**src/fm_cfg.svh**
```systemverilog
`ifndef FM_CFG_SVH
`define FM_CFG_SVH

// Number of measured clocks
`define FM_NUM_CHANNELS 4

// Count width, kept small so overflow is reachable
`define FM_COUNT_WIDTH 10

`define FM_GATE_CYCLES 200 // ps_clk cycles per gate period

`define FM_SYNC_STAGES 2 // Flops per CDC synchronizer

`endif
```
**src/gate_gen.sv**
```systemverilog
`timescale 1ns/1ps
`include "fm_cfg.svh"

module gate_gen (
    input  logic ps_clk,
    input  logic arst_n_i,
    output logic gate_o
);

    localparam int CNT_W = (`FM_GATE_CYCLES > 1) ? $clog2(`FM_GATE_CYCLES) : 1;

    logic [CNT_W-1:0] period_cnt_q;
    logic             period_end;

    assign period_end = (period_cnt_q == CNT_W'(`FM_GATE_CYCLES - 1));

    always_ff @(posedge ps_clk or negedge arst_n_i) begin
        if (!arst_n_i) begin
            period_cnt_q <= '0;
            gate_o       <= 1'b0;
        end else begin
            if (period_end) begin
                period_cnt_q <= '0;
            end else begin
                period_cnt_q <= period_cnt_q + CNT_W'(1);
            end
            gate_o <= period_end; // One cycle per period
        end
    end

endmodule

```
**config.mk**
```make
export PLATFORM = sky130hd
export DESIGN_NAME = gate_gen
export DESIGN_NICKNAME = d
export VERILOG_FILES = /design/src/gate_gen.sv
export VERILOG_INCLUDE_DIRS = /design/src
export SDC_FILE = /design/constraint.sdc
export NUM_CORES = 1
export LEC_CHECK = 0
export ABC_AREA = 1
export BUFFER_PORTS_ARGS = -buffer_cell sky130_fd_sc_hd__buf_4
export CELL_PAD_IN_SITES_DETAIL_PLACEMENT = 1
export CELL_PAD_IN_SITES_GLOBAL_PLACEMENT = 1
export CORE_AREA = 2 2 39 41
export CTS_CLUSTER_SIZE = 16
export DETAILED_ROUTE_END_ITERATION = 7
export DIE_AREA = 0 0 41 43
export MAX_ROUTING_LAYER = met4
export PLACE_DENSITY_LB_ADDON = 0.25
export SLEW_MARGIN = 30
export SYNTH_ARGS = -nofsm -noshare
export SYNTH_HDL_FRONTEND = slang
export SYNTH_SLANG_ARGS = --single-unit
export TNS_END_PERCENT = 50
```
**constraint.sdc**
```tcl
create_clock -name ps_clk -period 1.1 [get_ports ps_clk]
set_clock_uncertainty 0.05 [all_clocks]
set_input_delay 0 -clock ps_clk [delete_from_list [all_inputs] [get_ports ps_clk]]
set_output_delay 0 -clock ps_clk [all_outputs]
set_load 0.01 [all_outputs]
```
==> flow_summary.toml, run 1 <==
[status]
status = "finished, final reports clean"

[global_route]
track_usage_pct = 13.7
overflow = 0
grt_pass1_wl_mm = 1.50
grt_pass1_vias = 367
grt_max_degree = 10
antenna_found_initial = 0

[placed_design]
gp_congestion = 0.729
place_ws_ps = -31.4
placed_cell_area_um2 = 464
dpl.hpwl_um = 598
port_buffers = 2

[sta]
rsz0062_at_grt = "yes"
setup_slack_ps = 12.8
finalMaxSlewViolations = 0
finalSetupViolations = 0
fmax_mhz = 920
tightest_slew_ps = 210
finalCritPeriodShare_pct = 98.8
max_slew_margin_pct = 86.0
hold_viol_final = 0
fin_hold_ws_ps = 44.0
finalCriticalPeriod_ps = 1090

[worst_setup_path]
crit_required_ps = 1200
start_kind = "flip-flop"
cp_cell_sequence = "ha_4 > nand2_4 > nor2_4 > nand2_2 > inv_2 > nor2_1"
path_max_fanout = 4
crit_path_max_incr_delay_ps = 390
arrival_ps = 1190
slowest_stage = "dfrtp_1"
r2r_cells = 6
end_kind = "flip-flop"
path_class = "reg -> reg"

[clocking]
cts_buffers = 3
clk_pin_slew_worst_paths_ps = 60
cts_sinks = 9
clk_latency_ps = 260
cts_tree = "yes"
root_buffer = "clkbuf_4"
htreeDepth = 1
cts_setup_buffers = 0
clk_path_buf_depth = 2

[job]
maxCapViolCount = 0

[routing]
first_pass_iters = 2
routed-via-count = 329
routed-wl-met2_um = 386
via_per_inst = 4.39
wirelength_met1_um = 359
wl_per_cell_um = 10.6
final_antenna_net_count = 0
highest_layer = "met4"
wl_met3_um = 26
drc = 0
finalWirelength_um = 793
drtIter0Drc = 3

[finish]
fillers = 167
diodes = 0
drive_above_1_share_pct = 33.9
final_util_pct = 39.2
nets = 63
area_delta_synth_final_pct = 33.5
fin_area_um2 = 543

[yosys]
yosysTopAreaCell = "dfrtp_1"
synth_area_um2 = 407
yosys-top-cells-count = "12 x nor2_1, 10 x nand2_1, 9 x dfrtp_1"
ys.flop_type = "dfrtp_1"
synth_area_leaders = "dfrtp_1 55%, nor2_1 11%, nand2_1 9.2%"
syn_inst = 49
synth_top_area_share_pct = 55.4
synth_seq_area_share_pct = 55.4
synth-seq-cells = 9
synthMostInstantiatedCell = "nor2_1"
ys_async_sr_fraction_pct = 100
avgSynthCellArea_um2 = 8.30
synth_edf_count = 0
synthesis.nets = 52
ys_warn_count = 0
ys_types = 12

[worst_hold_path]
hold_class = "in -> async"

[pwr]
p_per_area_nw_per_um2 = 1100
peakVddDrop_v = 0.000468
p_total_mw = 0.597
leakage_nw = 0.291

[floorplan]
core_area_um2 = 1380
die_area_um2 = 1760
rows = 14
die_h_um = 43
initial_core_util_pct = 29.4
io_pins = 3
die_width_um = 41
==> stage by stage <==
step                instances  setup TNS, ps
floorplan                  49              0
global placement           70          -74.1
detailed placement         70          -79.1
CTS                        75          -52.7
global route               75           -418
finish                     75              0
==> path summary, 6_finish.rpt <==
kind | from | to | slack [ps]
worst max-delay path | period_cnt_q[0] | period_cnt_q[3] | 10
worst min-delay path | arst_n_i | period_cnt_q[1] | 40
worst max register to register | period_cnt_q[0] | period_cnt_q[3] | 10
worst min register to register | period_cnt_q[5] | period_cnt_q[5] | 460
max in group asynchronous | arst_n_i | gate_o | 820
min in group ps_clk | period_cnt_q[5] | period_cnt_q[5] | 460
==> kinds of logic after synthesis <==
| logic type | after synthesis | synth area share, % |
|---|---|---|
| compound gates | 3 | 3.69 |
| xor+xnor | 2 | 4.31 |
| fa+ha+maj | 1 | 3.08 |
| buf+inv | 7 | 6.46 |
| flops | 9 | 55.4 |
| simple gates | 27 | 27.1 |
==> where the power goes <==
part           internal, mW  switching, mW  total, mW
Combinational       0.00472        0.00685     0.0116
Clock                 0.140          0.115      0.255
Sequential            0.331              0      0.331
==> flip-flops by register name (all words and copies together) (netlist names) <==
name / count
gate_o: 1
period_cnt_q: 8
==> worst max-delay path, delay by kind of cell (launching register included) <==
family | cells | cell delay [ps]
flip-flops | 1 | 390
AND/OR/NAND/NOR | 4 | 290
adder cells (fa/ha/maj) | 1 | 160
buffers and inverters | 1 | 80
==> area by class of cell <==
cell class              count  area [um2]  area share (%)
flip-flops and latches      9         225            41.5
multi-input cells          33         198            36.4
repair buffers              6        47.5            8.76
clock buffers               4        26.3            4.84
inverters                   7        26.3            4.84
well taps                  16        20.0            3.69
==> cells in the final DEF (no fill, tap or decap), types with 2 or more instances in the layout <==
master and instances:
inv_1 5, nor2_2 4, clkbuf_4 3, buf_4 5
nand3_1 2, inv_2 2, xor2_1 2, a21oi_1 2
nor2_1 8, nand2_2 2, dfrtp_1 9, nand2_1 8
==> timing repair <==
| action | 4_1_cts | 5_1_grt |
|---|---|---|
| hold buffers | 1 | 0 |
| pin swaps | 5 | 4 |
| gates cloned | 0 | 0 |
| endpoints found under the setup margin | 7 | 8 |
| endpoints found under the hold margin | 9 | 0 |
| gates resized for setup | 3 | 9 |
==> routing by layer <==
metal	vias up	track usage, %
li1	167	-
met1	153	16.0
met2	7	18.8
met3	2	4.71
met4	0	10.0
met5	-	-
No activity file was read; power rests on OpenSTA's default activity.
==> inputs of run 2 (changes only) <==
--- a/config.mk
+++ b/config.mk
@@ -10,10 +10,10 @@
 export BUFFER_PORTS_ARGS = -buffer_cell sky130_fd_sc_hd__buf_4
 export CELL_PAD_IN_SITES_DETAIL_PLACEMENT = 1
 export CELL_PAD_IN_SITES_GLOBAL_PLACEMENT = 1
-export CORE_AREA = 2 2 39 41
+export CORE_AREA = 5 5 42 44
 export CTS_CLUSTER_SIZE = 16
 export DETAILED_ROUTE_END_ITERATION = 7
-export DIE_AREA = 0 0 41 43
+export DIE_AREA = 0 0 47 49
 export MAX_ROUTING_LAYER = met4
 export PLACE_DENSITY_LB_ADDON = 0.25
 export SLEW_MARGIN = 30
==> run 2 against run 1 <==
Global-route usage down 4.0 points. Critical path depth unchanged. Non-clock buffer count up 2. Cell area down 1.6%. Sequential power about the same. Via count up 1.2%. Final cell count up 2.7%. Clock power up 2%. Setup slack worse by 12 ps. Largest power group unchanged. Highest routed layer unchanged.
==> flow_summary.toml, run 2 (synthesis results as in run 1) <==
[routing]
final_antenna_net_count = 0
drc = 0
via_per_inst = 4.32
routed-via-count = 333
drtIter0Drc = 4
first_pass_iters = 3
wl_per_cell_um = 10.7
finalWirelength_um = 824

[worst_setup_path]
start_kind = "flip-flop"
timing.rr.start = "period_cnt_q[0]"
path_class = "reg -> reg"
timing.rr.end = "period_cnt_q[3]"
r2r_cells = 6
rrSetupSlack_ps = 0.6
crit_required_ps = 1200
path_max_fanout = 4
end_kind = "flip-flop"
arrival_ps = 1200

[floorplan]
die_width_um = 47
rows = 14
core_area_um2 = 1400
io_pins = 3
initial_core_util_pct = 29.0
die_area_um2 = 2300
die_h_um = 49

[clocking]
cts_sinks = 9
cts_buffers = 3
clk_latency_ps = 260
clk_path_buf_depth = 2
cts_tree = "yes"
htreeDepth = 1
clk_pin_slew_worst_paths_ps = 60
root_buffer = "clkbuf_4"

[finish]
drive_above_1_share_pct = 34.4
fillers = 174
largest_reg_flops = 8
fin_area_um2 = 534
final_common_cell = "nor2_1"
final_cell_mix = "11 x nor2_1, 9 x dfrtp_1, 7 x buf_4"
nets = 65
area_delta_synth_final_pct = 31.4
reg.largest.list = "period_cnt_q (8), gate_o (1)"
regMostFlops = "period_cnt_q"
diodes = 0

[sta]
fmax_mhz = 910
hold_viol_final = 0
rsz0062_at_grt = "yes"
finalMaxSlewViolations = 0
finalSetupViolations = 0
max_slew_margin_pct = 88.2
setup_slack_ps = 0.588
timing.setup.tns_ps = 0
finalCritPeriodShare_pct = 99.9
finalCriticalPeriod_ps = 1100
tightest_slew_ps = 177

[pwr]
swShare_pct = 20.9
clkPwrFrac_pct = 43.0
p_per_area_nw_per_um2 = 1130
leakage_nw = 0.287
power_frac_comb_pct = 2.0
internal_power_mw = 0.476
peakVddDrop_v = 0.000455
seq_power_share_pct = 55.0
p_sw_mw = 0.126

[status]
status = "finished, final reports clean"

[worst_hold_path]
hold_class = "in -> async"

[global_route]
track_usage_pct = 9.69
overflow = 0
grt_pass1_wl_mm = 1.46
antenna_found_initial = 0
grt_max_degree = 10
grt_pass1_vias = 335

[placed_design]
gp_congestion = 0.677
dpl.hpwl_um = 610
place_ws_ps = -55.5
placed_cell_area_um2 = 464
port_buffers = 2

[job]
maxCapViolCount = 0
## run 2: metal layers
layer,vias up,track usage (%),share of wire (%)
met2,7,12.9,47
met4,0,6.91,2.9
li1,172,-,-
met3,4,4.43,4.6
met5,-,-,0
met1,150,11.1,46
## run 2: cell type report
type	count	area [um2]	share of cell area, %
Multi-Input combinational cell	33	174	32.6
Sequential cell	9	225	42.2
Timing Repair Buffer	8	62.6	11.7
Inverter	7	26.3	4.92
Clock buffer	4	26.3	4.92
Tap cell	16	20.0	3.75
## run 2: critical path, stage by stage (launching register included)
cell and delay (ps):
dfrtp_1 370, ha_2 200, nand2_2 80, nor2_2 100
nand2_2 80, inv_2 80, nor2_1 40
## run 2: worst max path at each step
stage / slack [ps] / cells after the start / endpoint / startpoint
floorplan: 3 / 7 / period_cnt_q[4] / period_cnt_q[0]
global placement: -30 / 7 / period_cnt_q[4] / period_cnt_q[0]
detailed placement: -60 / 7 / period_cnt_q[4] / period_cnt_q[0]
CTS: -30 / 6 / period_cnt_q[3] / period_cnt_q[0]
global route: -90 / 6 / period_cnt_q[1] / period_cnt_q[1]
finish: 0.6 / 6 / period_cnt_q[3] / period_cnt_q[0]
## run 2: power by group through the flow
stage	sequential, mW	combinational (mW)	clock, mW
after global routing	0.330	0.0138	0.293
after detailed placement	0.337	0.00986	0
final	0.331	0.0117	0.259
after floorplan	0.337	0.000000122	0
after CTS	0.331	0.0127	0.273
after global placement	0.337	0.00951	0
## run 2: through the flow
step / util [%] / hold slack, ps / instances / power (mW)
after global routing: 38.1 / 53.6 / 77 / 0.637
after CTS: 36.1 / 44.3 / 75 / 0.616
final: 38.1 / 47.3 / 77 / 0.601
after detailed placement: 33.1 / -215 / 70 / 0.347
after global placement: 33.1 / -218 / 70 / 0.347
after floorplan: - / -346 / 49 / 0.337
## run 2: repair_timing
action	4_1_cts	5_1_grt
endpoints found under the setup margin	8	8
hold buffers	1	0
pin swaps	4	2
setup buffers	0	2
gates cloned	0	0
hold endpoints to repair	9	0
resized for setup	3	6
